[config.mk]
export PLATFORM = sky130hd
export DESIGN_NAME = dma_write
export DESIGN_NICKNAME = d
export VERILOG_FILES = /design/src/source/dma_write_pkg.sv /design/src/source/dma_sync_fifo.sv /design/src/source/dma_wlast_gen.sv /design/src/source/dma_write.sv /design/src/source/dma_write_regs.sv
export VERILOG_INCLUDE_DIRS = /design/src /design/src/source
export SDC_FILE = /design/constraint.sdc
export NUM_CORES = 2
export LEC_CHECK = 0
export BUFFER_PORTS_ARGS = -buffer_cell sky130_fd_sc_hd__buf_4
export CAP_MARGIN = 40
export CORE_MARGIN = 2
export CORE_UTILIZATION = 40
export DETAILED_ROUTE_END_ITERATION = 7
export GPL_TIMING_DRIVEN = 0
export PLACE_DENSITY = 0.67
export SYNTH_ARGS = -nofsm -noshare
export SYNTH_HDL_FRONTEND = slang
export SYNTH_HIERARCHICAL = 1
export SYNTH_SLANG_ARGS = --single-unit
[constraint.sdc]
create_clock -name s_axi4l -period 6.67 [get_ports s_axi4l]
set_input_delay 0.3335 -clock s_axi4l [delete_from_list [all_inputs] [get_ports s_axi4l]]
set_output_delay 0.3335 -clock s_axi4l [all_outputs]
set_load 0.02 [all_outputs]
[src/source/dma_write_settings.svh]
`ifndef DMA_WRITE_SETTINGS_SVH
`define DMA_WRITE_SETTINGS_SVH

// bus widths
`define DMA_AXI4L_ADDR_BITS     8
`define DMA_AXI4L_DATA_BITS     32
`define DMA_ID_BITS             4
`define DMA_ADDR_BITS           32
`define DMA_LEN_BITS            8
`define DMA_DATA_BITS           64
`define DMA_RESP_BITS           2
`define DMA_ISSUE_CNT_BITS      8

// fifo depth as log2
`define DMA_AWFIFO_PTR_BITS     3
`define DMA_WFIFO_PTR_BITS      4

// register map in word offsets
`define DMA_REG_CORE_ID         6'h00
`define DMA_REG_STATUS          6'h08
`define DMA_REG_ISSUE_CNT       6'h09
`define DMA_REG_AWID            6'h10
`define DMA_REG_AWADDR          6'h11
`define DMA_REG_AWLEN           6'h12
`define DMA_CORE_ID_VALUE       32'hd3a0_0101

`endif

[src/source/dma_write_pkg.sv]
`include "dma_write_settings.svh"

package dma_write_pkg;

    // ------------------------------------------------------------------------
    //  scalar types
    // ------------------------------------------------------------------------
    typedef logic [`DMA_ID_BITS-1:0]            id_t;
    typedef logic [`DMA_ADDR_BITS-1:0]          addr_t;
    typedef logic [`DMA_LEN_BITS-1:0]           len_t;
    typedef logic [`DMA_DATA_BITS-1:0]          data_t;
    typedef logic [`DMA_RESP_BITS-1:0]          resp_t;
    typedef logic [`DMA_ISSUE_CNT_BITS-1:0]     issue_cnt_t;

    // register word index
    typedef logic [5:0]                         regadr_t;

    typedef logic [`DMA_AXI4L_DATA_BITS-1:0]    axi4l_data_t;
    typedef logic [`DMA_AXI4L_DATA_BITS/8-1:0]  axi4l_strb_t;

    // ------------------------------------------------------------------------
    //  fifo payloads
    // ------------------------------------------------------------------------
    typedef struct packed {
        id_t    id;
        addr_t  addr;
        len_t   len;
    } aw_req_t;

    typedef struct packed {
        logic   last;
        data_t  data;
    } w_beat_t;

endpackage

[src/source/dma_sync_fifo.sv]
module dma_sync_fifo #(
    parameter type payload_t = logic,
    parameter int  PTR_BITS  = 3
) (
    input  logic     s_axi4l,
    input  logic     rst,

    input  payload_t s_data,
    input  logic     s_valid,
    output logic     s_ready,

    output payload_t m_data,
    output logic     m_valid,
    input  logic     m_ready
);

    localparam int DEPTH = 1 << PTR_BITS;

    payload_t            mem [0:DEPTH-1];
    logic [PTR_BITS:0]   wr_ptr;
    logic [PTR_BITS:0]   rd_ptr;
    logic                mem_empty;
    logic                mem_full;
    logic                push;
    logic                load;
    logic                bypass;

    assign mem_empty = (wr_ptr == rd_ptr);
    assign mem_full  = (wr_ptr[PTR_BITS] != rd_ptr[PTR_BITS]) &&
                       (wr_ptr[PTR_BITS-1:0] == rd_ptr[PTR_BITS-1:0]);

    assign s_ready = !mem_full;
    assign push    = s_valid && s_ready;

    // output stage free or being emptied this cycle
    assign load    = !m_valid || m_ready;

    // skip the ram when it is empty and the output stage is free
    assign bypass  = push && mem_empty && load;

    // ------------------------------------------------------------------------
    //  storage
    // ------------------------------------------------------------------------
    always_ff @(posedge s_axi4l) begin
        if (push && !bypass) begin
            mem[wr_ptr[PTR_BITS-1:0]] <= s_data;
        end
    end

    always_ff @(posedge s_axi4l) begin
        if (load) begin
            m_data <= mem_empty ? s_data : mem[rd_ptr[PTR_BITS-1:0]];
        end
    end

    // ------------------------------------------------------------------------
    //  pointers and output valid
    // ------------------------------------------------------------------------
    always_ff @(posedge s_axi4l) begin
        if (rst) begin
            wr_ptr  <= '0;
            rd_ptr  <= '0;
            m_valid <= 1'b0;
        end else begin
            if (push && !bypass) begin
                wr_ptr <= wr_ptr + 1'b1;
            end
            if (load) begin
                if (!mem_empty) begin
                    rd_ptr <= rd_ptr + 1'b1;
                end
                m_valid <= !mem_empty || push;
            end
        end
    end

    // output holds while stalled
    a_hold_stable: assert property (@(posedge s_axi4l) disable iff (rst)
        m_valid && !m_ready |=> $stable(m_data) && m_valid);

endmodule

[src/source/dma_wlast_gen.sv]
module dma_wlast_gen (
    input  logic                     s_axi4l,
    input  logic                     rst,

    input  dma_write_pkg::len_t      len,
    input  logic                     len_valid,
    output logic                     len_ready,

    input  dma_write_pkg::data_t     axi4s_tdata,
    input  logic                     axi4s_tvalid,
    output logic                     axi4s_tready,

    output dma_write_pkg::w_beat_t   beat,
    output logic                     beat_valid,
    input  logic                     beat_ready
);

    import dma_write_pkg::*;

    logic   active;
    len_t   remain;
    logic   last;
    logic   accept;

    assign accept = axi4s_tvalid && axi4s_tready;

    // next length taken when idle or on the closing beat
    assign len_ready = !active || (last && accept);

    always_ff @(posedge s_axi4l) begin
        if (rst) begin
            active <= 1'b0;
            remain <= '0;
            last   <= 1'b0;
        end else if (len_ready) begin
            active <= len_valid;
            remain <= len - 1'b1;
            last   <= (len == '0);
        end else if (accept) begin
            remain <= remain - 1'b1;
            last   <= (remain == '0);
        end
    end

    // stream passes only inside a burst
    assign axi4s_tready = beat_ready && active;
    assign beat_valid   = axi4s_tvalid && active;
    assign beat         = '{last: last, data: axi4s_tdata};

    // ready comes up only after a length load or when the data fifo frees
    a_ready_rise: assert property (@(posedge s_axi4l) disable iff (rst)
        $rose(axi4s_tready) |-> $past(len_valid && len_ready) || $rose(beat_ready));

endmodule

[src/source/dma_write.sv]
`include "dma_write_settings.svh"

module dma_write (
    input  logic                              s_axi4l,
    input  logic                              rst,

    input  logic [`DMA_AXI4L_ADDR_BITS-1:0]   axi4l_awaddr,
    input  logic                              axi4l_awvalid,
    output logic                              axi4l_awready,
    input  dma_write_pkg::axi4l_data_t        axi4l_wdata,
    input  dma_write_pkg::axi4l_strb_t        axi4l_wstrb,
    input  logic                              axi4l_wvalid,
    output logic                              axi4l_wready,
    output dma_write_pkg::resp_t              axi4l_bresp,
    output logic                              axi4l_bvalid,
    input  logic                              axi4l_bready,
    input  logic [`DMA_AXI4L_ADDR_BITS-1:0]   axi4l_araddr,
    input  logic                              axi4l_arvalid,
    output logic                              axi4l_arready,
    output dma_write_pkg::axi4l_data_t        axi4l_rdata,
    output dma_write_pkg::resp_t              axi4l_rresp,
    output logic                              axi4l_rvalid,
    input  logic                              axi4l_rready,

    input  dma_write_pkg::data_t              axi4s_tdata,
    input  logic                              axi4s_tvalid,
    output logic                              axi4s_tready,

    output dma_write_pkg::id_t                m_awid,
    output dma_write_pkg::addr_t              m_awaddr,
    output dma_write_pkg::len_t               m_awlen,
    output logic                              m_awvalid,
    input  logic                              m_awready,
    output dma_write_pkg::data_t              m_wdata,
    output logic                              m_wlast,
    output logic                              m_wvalid,
    input  logic                              m_wready,
    input  dma_write_pkg::resp_t              m_bresp,
    input  logic                              m_bvalid,
    output logic                              m_bready
);

    import dma_write_pkg::*;

    aw_req_t    req;
    logic       req_valid;
    logic       req_ready;
    aw_req_t    aw_out;

    len_t       len;
    logic       len_valid;
    logic       len_ready;
    len_t       lfifo_len;
    logic       lfifo_valid;
    logic       lfifo_ready;

    w_beat_t    beat;
    logic       beat_valid;
    logic       beat_ready;
    w_beat_t    w_out;

    // ------------------------------------------------------------------------
    //  register block
    // ------------------------------------------------------------------------
    dma_write_regs i_regs (
        .s_axi4l, .rst,
        .axi4l_awaddr, .axi4l_awvalid, .axi4l_awready,
        .axi4l_wdata, .axi4l_wstrb, .axi4l_wvalid, .axi4l_wready,
        .axi4l_bresp, .axi4l_bvalid, .axi4l_bready,
        .axi4l_araddr, .axi4l_arvalid, .axi4l_arready,
        .axi4l_rdata, .axi4l_rresp, .axi4l_rvalid, .axi4l_rready,
        .req, .req_valid, .req_ready,
        .len, .len_valid, .len_ready,
        .m_bresp, .m_bvalid, .m_bready
    );

    // ------------------------------------------------------------------------
    //  request, length and data paths
    // ------------------------------------------------------------------------
    dma_sync_fifo #(.payload_t(aw_req_t), .PTR_BITS(`DMA_AWFIFO_PTR_BITS)) i_aw_fifo (
        .s_axi4l, .rst,
        .s_data(req), .s_valid(req_valid), .s_ready(req_ready),
        .m_data(aw_out), .m_valid(m_awvalid), .m_ready(m_awready)
    );

    dma_sync_fifo #(.payload_t(len_t), .PTR_BITS(`DMA_AWFIFO_PTR_BITS)) i_len_fifo (
        .s_axi4l, .rst,
        .s_data(len), .s_valid(len_valid), .s_ready(len_ready),
        .m_data(lfifo_len), .m_valid(lfifo_valid), .m_ready(lfifo_ready)
    );

    dma_wlast_gen i_wlast_gen (
        .s_axi4l, .rst,
        .len(lfifo_len), .len_valid(lfifo_valid), .len_ready(lfifo_ready),
        .axi4s_tdata, .axi4s_tvalid, .axi4s_tready,
        .beat, .beat_valid, .beat_ready
    );

    dma_sync_fifo #(.payload_t(w_beat_t), .PTR_BITS(`DMA_WFIFO_PTR_BITS)) i_w_fifo (
        .s_axi4l, .rst,
        .s_data(beat), .s_valid(beat_valid), .s_ready(beat_ready),
        .m_data(w_out), .m_valid(m_wvalid), .m_ready(m_wready)
    );

    assign m_awid   = aw_out.id;
    assign m_awaddr = aw_out.addr;
    assign m_awlen  = aw_out.len;
    assign m_wdata  = w_out.data;
    assign m_wlast  = w_out.last;

endmodule

[src/source/dma_write_regs.sv]
`include "dma_write_settings.svh"

module dma_write_regs (
    input  logic                              s_axi4l,
    input  logic                              rst,

    input  logic [`DMA_AXI4L_ADDR_BITS-1:0]   axi4l_awaddr,
    input  logic                              axi4l_awvalid,
    output logic                              axi4l_awready,
    input  dma_write_pkg::axi4l_data_t        axi4l_wdata,
    input  dma_write_pkg::axi4l_strb_t        axi4l_wstrb,
    input  logic                              axi4l_wvalid,
    output logic                              axi4l_wready,
    output dma_write_pkg::resp_t              axi4l_bresp,
    output logic                              axi4l_bvalid,
    input  logic                              axi4l_bready,
    input  logic [`DMA_AXI4L_ADDR_BITS-1:0]   axi4l_araddr,
    input  logic                              axi4l_arvalid,
    output logic                              axi4l_arready,
    output dma_write_pkg::axi4l_data_t        axi4l_rdata,
    output dma_write_pkg::resp_t              axi4l_rresp,
    output logic                              axi4l_rvalid,
    input  logic                              axi4l_rready,

    output dma_write_pkg::aw_req_t            req,
    output logic                              req_valid,
    input  logic                              req_ready,

    output dma_write_pkg::len_t               len,
    output logic                              len_valid,
    input  logic                              len_ready,

    input  dma_write_pkg::resp_t              m_bresp,
    input  logic                              m_bvalid,
    output logic                              m_bready
);

    import dma_write_pkg::*;

    id_t          reg_awid;
    addr_t        reg_awaddr;
    len_t         reg_awlen;
    logic         aw_pending;
    logic         len_pending;
    logic         resp_error;
    issue_cnt_t   issue_cnt;
    issue_cnt_t   issue_cnt_next;

    regadr_t      regadr_wr;
    regadr_t      regadr_rd;
    logic         wr_en;
    logic         rd_en;
    logic         launch;
    logic         resp_accept;

    // merge new data into old value by byte lane
    function automatic axi4l_data_t write_mask(
        input axi4l_data_t org,
        input axi4l_data_t data,
        input axi4l_strb_t strb
    );
        axi4l_data_t result;
        for (int i = 0; i < $bits(axi4l_data_t); i++) begin
            result[i] = strb[i/8] ? data[i] : org[i];
        end
        return result;
    endfunction

    // ------------------------------------------------------------------------
    //  write channel
    // ------------------------------------------------------------------------
    assign regadr_wr = regadr_t'(axi4l_awaddr >> 2);
    assign regadr_rd = regadr_t'(axi4l_araddr >> 2);

    // address and data are taken together
    assign axi4l_awready = axi4l_awvalid && axi4l_wvalid && (!axi4l_bvalid || axi4l_bready);
    assign axi4l_wready  = axi4l_awready;
    assign axi4l_bresp   = '0;

    assign wr_en  = axi4l_awvalid && axi4l_awready;
    assign launch = wr_en && (regadr_wr == `DMA_REG_AWADDR);

    always_ff @(posedge s_axi4l) begin
        if (rst) begin
            axi4l_bvalid <= 1'b0;
        end else if (wr_en) begin
            axi4l_bvalid <= 1'b1;
        end else if (axi4l_bready) begin
            axi4l_bvalid <= 1'b0;
        end
    end

    // ------------------------------------------------------------------------
    //  register file and request launch
    // ------------------------------------------------------------------------
    assign resp_accept    = m_bvalid && m_bready;
    assign issue_cnt_next = issue_cnt + issue_cnt_t'(launch) - issue_cnt_t'(resp_accept);

    always_ff @(posedge s_axi4l) begin
        if (rst) begin
            reg_awid    <= '0;
            reg_awaddr  <= '0;
            reg_awlen   <= '0;
            aw_pending  <= 1'b0;
            len_pending <= 1'b0;
            resp_error  <= 1'b0;
            issue_cnt   <= '0;
        end else begin
            if (req_valid && req_ready) begin
                aw_pending <= 1'b0;
            end
            if (len_valid && len_ready) begin
                len_pending <= 1'b0;
            end

            if (wr_en) begin
                case (regadr_wr)
                    `DMA_REG_STATUS: begin
                        resp_error <= 1'b0;
                    end
                    `DMA_REG_AWID: begin
                        reg_awid <= id_t'(write_mask(axi4l_data_t'(reg_awid),
                                                     axi4l_wdata, axi4l_wstrb));
                    end
                    `DMA_REG_AWADDR: begin
                        reg_awaddr  <= addr_t'(write_mask(axi4l_data_t'(reg_awaddr),
                                                          axi4l_wdata, axi4l_wstrb));
                        aw_pending  <= 1'b1;
                        len_pending <= 1'b1;
                    end
                    `DMA_REG_AWLEN: begin
                        reg_awlen <= len_t'(write_mask(axi4l_data_t'(reg_awlen),
                                                       axi4l_wdata, axi4l_wstrb));
                    end
                    default: ;
                endcase
            end

            // error set wins over a clear in the same cycle
            if (resp_accept && m_bresp != '0) begin
                resp_error <= 1'b1;
            end

            issue_cnt <= issue_cnt_next;
        end
    end

    assign req       = '{id: reg_awid, addr: reg_awaddr, len: reg_awlen};
    assign req_valid = aw_pending;
    assign len       = reg_awlen;
    assign len_valid = len_pending;
    assign m_bready  = (issue_cnt != '0);

    // ------------------------------------------------------------------------
    //  read channel
    // ------------------------------------------------------------------------
    assign axi4l_arready = !axi4l_rvalid || axi4l_rready;
    assign axi4l_rresp   = '0;
    assign rd_en         = axi4l_arvalid && axi4l_arready;

    always_ff @(posedge s_axi4l) begin
        if (rd_en) begin
            case (regadr_rd)
                `DMA_REG_CORE_ID:   axi4l_rdata <= `DMA_CORE_ID_VALUE;
                `DMA_REG_STATUS:    axi4l_rdata <= axi4l_data_t'({resp_error, len_pending,
                                                                  aw_pending});
                `DMA_REG_ISSUE_CNT: axi4l_rdata <= axi4l_data_t'(issue_cnt);
                `DMA_REG_AWID:      axi4l_rdata <= axi4l_data_t'(reg_awid);
                `DMA_REG_AWADDR:    axi4l_rdata <= axi4l_data_t'(reg_awaddr);
                `DMA_REG_AWLEN:     axi4l_rdata <= axi4l_data_t'(reg_awlen);
                default:            axi4l_rdata <= '0;
            endcase
        end
    end

    always_ff @(posedge s_axi4l) begin
        if (rst) begin
            axi4l_rvalid <= 1'b0;
        end else if (rd_en) begin
            axi4l_rvalid <= 1'b1;
        end else if (axi4l_rready) begin
            axi4l_rvalid <= 1'b0;
        end
    end

    // a response only arrives while a request is outstanding
    a_no_underflow: assert property (@(posedge s_axi4l) disable iff (rst)
        m_bvalid |-> issue_cnt != '0);

endmodule

==> results.ini <==
[routing]
routed_wl_mm = 164
drt_pre_antenna_iters = 6
vias = 35800
postRouteAntennaNets = 0
avgViaCountPerCell = 5.58
avgRoutedWirePerCell_um = 25.5
drc_errors = 0
drt_iter0_drc = 3597

[clock_tree]
cts_tree = yes
cts-root-buf = clkbuf_16
cts_max_level = 4
holdBufCountCts = 133
cts_resized = 0
clk_pin_slew_worst_paths_ns = 0.06
postCtsSetupRepairBufs = 0
cts.sinks = 1711
numCtsBuffers = 173
insertion_delay_ns = 0.83
clockBufferDepth = 3

[layout]
regArea_um2 = 50300
multiInputGateArea_um2 = 15400
synthToLayoutAreaGrowth_pct = 20.6
fin_util = 0.485
fill_cells = 13500
drive_gt1_frac = 0.286
nNetsFinal = 4207

[worst_hold_path]
min_from = axi4l_awaddr[3]
min_path_type = in2reg

[sta]
slew_headroom = 0.372
slew_viol_final = 0
worst_pin_slew_ns = 0.919
post-route-min-period_ns = 4.61
hold_violations = 0
setup_viol = 0
fmax_mhz = 217
post-route-period-util = 0.691
fin_ws_ns = 2.06
timing.setup.tns_ns = 0
fin_skew_ns = 0.0688
holdWs_ns = 0.0634
grt_setup_unrepaired = no

[placement]
place_congestion = 0.808
port_buffers = 206
detailed_place_hpwl_mm = 107
place_ws_ns = 2.13

[logic_synthesis]
ys_warn_count = 6
ys_seq_area_frac = 0.749
ys_ff_latch = 1711
yosysTopAreaCellShare = 0.718
syn_avg_cell_area_um2 = 19.8
synthArstFlopShare = 0
synthTopCellsByCount = 1,605 x edfxtp_1, 365 x mux4_2, 142 x mux2i_1
synthFlopType = edfxtp_1
synth_area_leaders = edfxtp_1 72%, mux4_2 12%, dfxtp_1 3.2%
ys_types = 83
syn_inst = 3386
synth_edf_count = 1605
yosysMostFrequentCell = edfxtp_1
yosys.area.top_type = edfxtp_1
syn_area_um2 = 67200

[floorplan]
row_count = 150
io_pins = 283
die_w_um = 414
floorplan.initialDensity = 0.402
die_area_um2 = 171000
core-area_um2 = 167000
chipHeight_um = 414

[power_and_ir_drop]
p_sw_mw = 5.73
p_per_area_nw_per_um2 = 302
irDropWorstVdd_mv = 0.304
internal_power_mw = 18.8
clkPwrFrac = 0.404
power_frac_seq = 0.496
power_leakage_nw = 25.5
switching_share = 0.234
combPwrFrac = 0.100

[critical_path]
r2r_start = i_w_fifo/wr_ptr[0]
worstPathRequired_ns = 7.15
end_kind = register
start_kind = register
slowest_stage = nor4_4
cpMostUsedCell = nand2_1
cp_max_fo = 15
path_delay_family = simple AND/OR/NAND/NOR gates
worstPathCellList = xor2_1 > nor4_4 > nand2b_1 > a21bo_2 > nand2_1 > clkinv_1 > nor2b_4 > inv_2 > o2111ai_1 > nand2_1 > nor3_1 > buf_4
critPathKind = reg2reg
cp-startpoint = i_w_fifo/wr_ptr[0]
worst-path-buf-inv = 3
worst-endpoint-arrival_ns = 5.09
slowest_delay_ns = 0.63

[grt]
grt.total_usage = 0.189
grt_max_degree = 40
grt_pass1_vias = 35900
grt_pass1_wl_mm = 239
antenna_found_initial = 14
grt_overflow = 0

[job]
maxCapViolCount = 0

[run_status]
status = complete, no violations

[cell families after synthesis]
| family | Yosys count | synth area share |
|---|---|---|
| other | 1 | 0.0000558 |
| buffers and inverters | 301 | 0.0248 |
| adder cells (fa/ha/maj) | 22 | 0.00421 |
| flip-flops | 1711 | 0.749 |
| AND/OR/NAND/NOR | 473 | 0.0381 |
| multiplexers | 513 | 0.145 |
| AO/OA/AOI/OAI | 335 | 0.0345 |
| XOR/XNOR | 30 | 0.00447 |
[layout by cell type (no fill, tap or decap), types with 65 or more instances in the layout]
| cell type | n |
|---|---|
| edfxtp_1 | 1605 |
| mux4_2 | 365 |
| buf_4 | 344 |
| clkbuf_16 | 176 |
| mux2i_1 | 142 |
| dlygate4sd3_1 | 133 |
| clkbuf_1 | 130 |
| dfxtp_1 | 106 |
| nand2_1 | 102 |
| nor2_1 | 93 |
| nor2b_1 | 74 |
| a211oi_1 | 69 |
| a2111oi_0 | 65 |
[per-layer routing]
layer | part of all wire | vias up | GRT usage
met3 | 0.076 | 282 | 0.0374
met5 | 0.00037 | - | 0
li1 | - | 15100 | -
met4 | 0.029 | 10 | 0.0611
met1 | 0.41 | 18700 | 0.261
met2 | 0.49 | 1597 | 0.304
[state kept, by name, indices dropped and copies added (netlist names), 5 cells and up, named ones only]
signal,cells
i_regs/issue_cnt,8
i_w_fifo/wr_ptr,5
i_aw_fifo/m_data,44
i_regs/axi4l_rdata,32
i_w_fifo/mem,1040
i_regs/len,8
i_w_fifo/rd_ptr,5
i_len_fifo/m_data,8
i_len_fifo/mem,64
i_wlast_gen/remain,8
i_w_fifo/m_data,65
i_aw_fifo/mem,352
i_regs/reg_awaddr,32
[power groups by stage]
stage | clock [mW] | sequential, mW | combinational (mW)
5_1_grt | 10.5 | 12.2 | 2.63
2_1_floorplan | 0 | 12.5 | 1.34
3_5_place_dp | 0 | 12.4 | 2.39
3_3_place_gp | 0 | 12.4 | 2.35
6_report | 9.90 | 12.2 | 2.44
4_1_cts | 10.0 | 12.2 | 2.46
[worst register-to-register path: cells and delay by family (launching register included)]
family,cells,cell delay [ns]
buffers and inverters,3,0.75
DFF,1,0.48
AOI/OAI and AO/OA,2,0.66
and+or+nand+nor,6,2.21
xor gates and xnor gates,1,0.15
[per-stage QoR]
stage,area [um2],std cells,power (mW)
after floorplan,67200,3389,13.9
after CTS,81000,6404,24.7
final,81000,6409,24.5
after global routing,81000,6409,25.3
after global placement,71500,5799,14.7
after detailed placement,73800,5949,14.8
[area by class of cell]
cell class,instances,area share
Antenna cell,2,0.0000618
Buffer,270,0.0191
Clock buffer,225,0.0579
Clock inverter,97,0.0149
Inverter,31,0.00147
Multi-Input combinational cell,1377,0.190
Sequential cell,1711,0.621
Tap cell,2204,0.0340
Timing Repair Buffer,492,0.0618
[path summary, 6_finish.rpt]
kind / cells after the start / slack [ns] / endpoint
hold reg to reg: 2 / 0.49 / i_wlast_gen/active
setup reg to reg: 12 / 2.06 / i_len_fifo/mem[1][5]
setup / recovery: 12 / 2.06 / i_len_fifo/mem[1][5]
hold / removal: 4 / 0.06 / i_regs/reg_awid[3]
(Power assumes the default switching activity.)
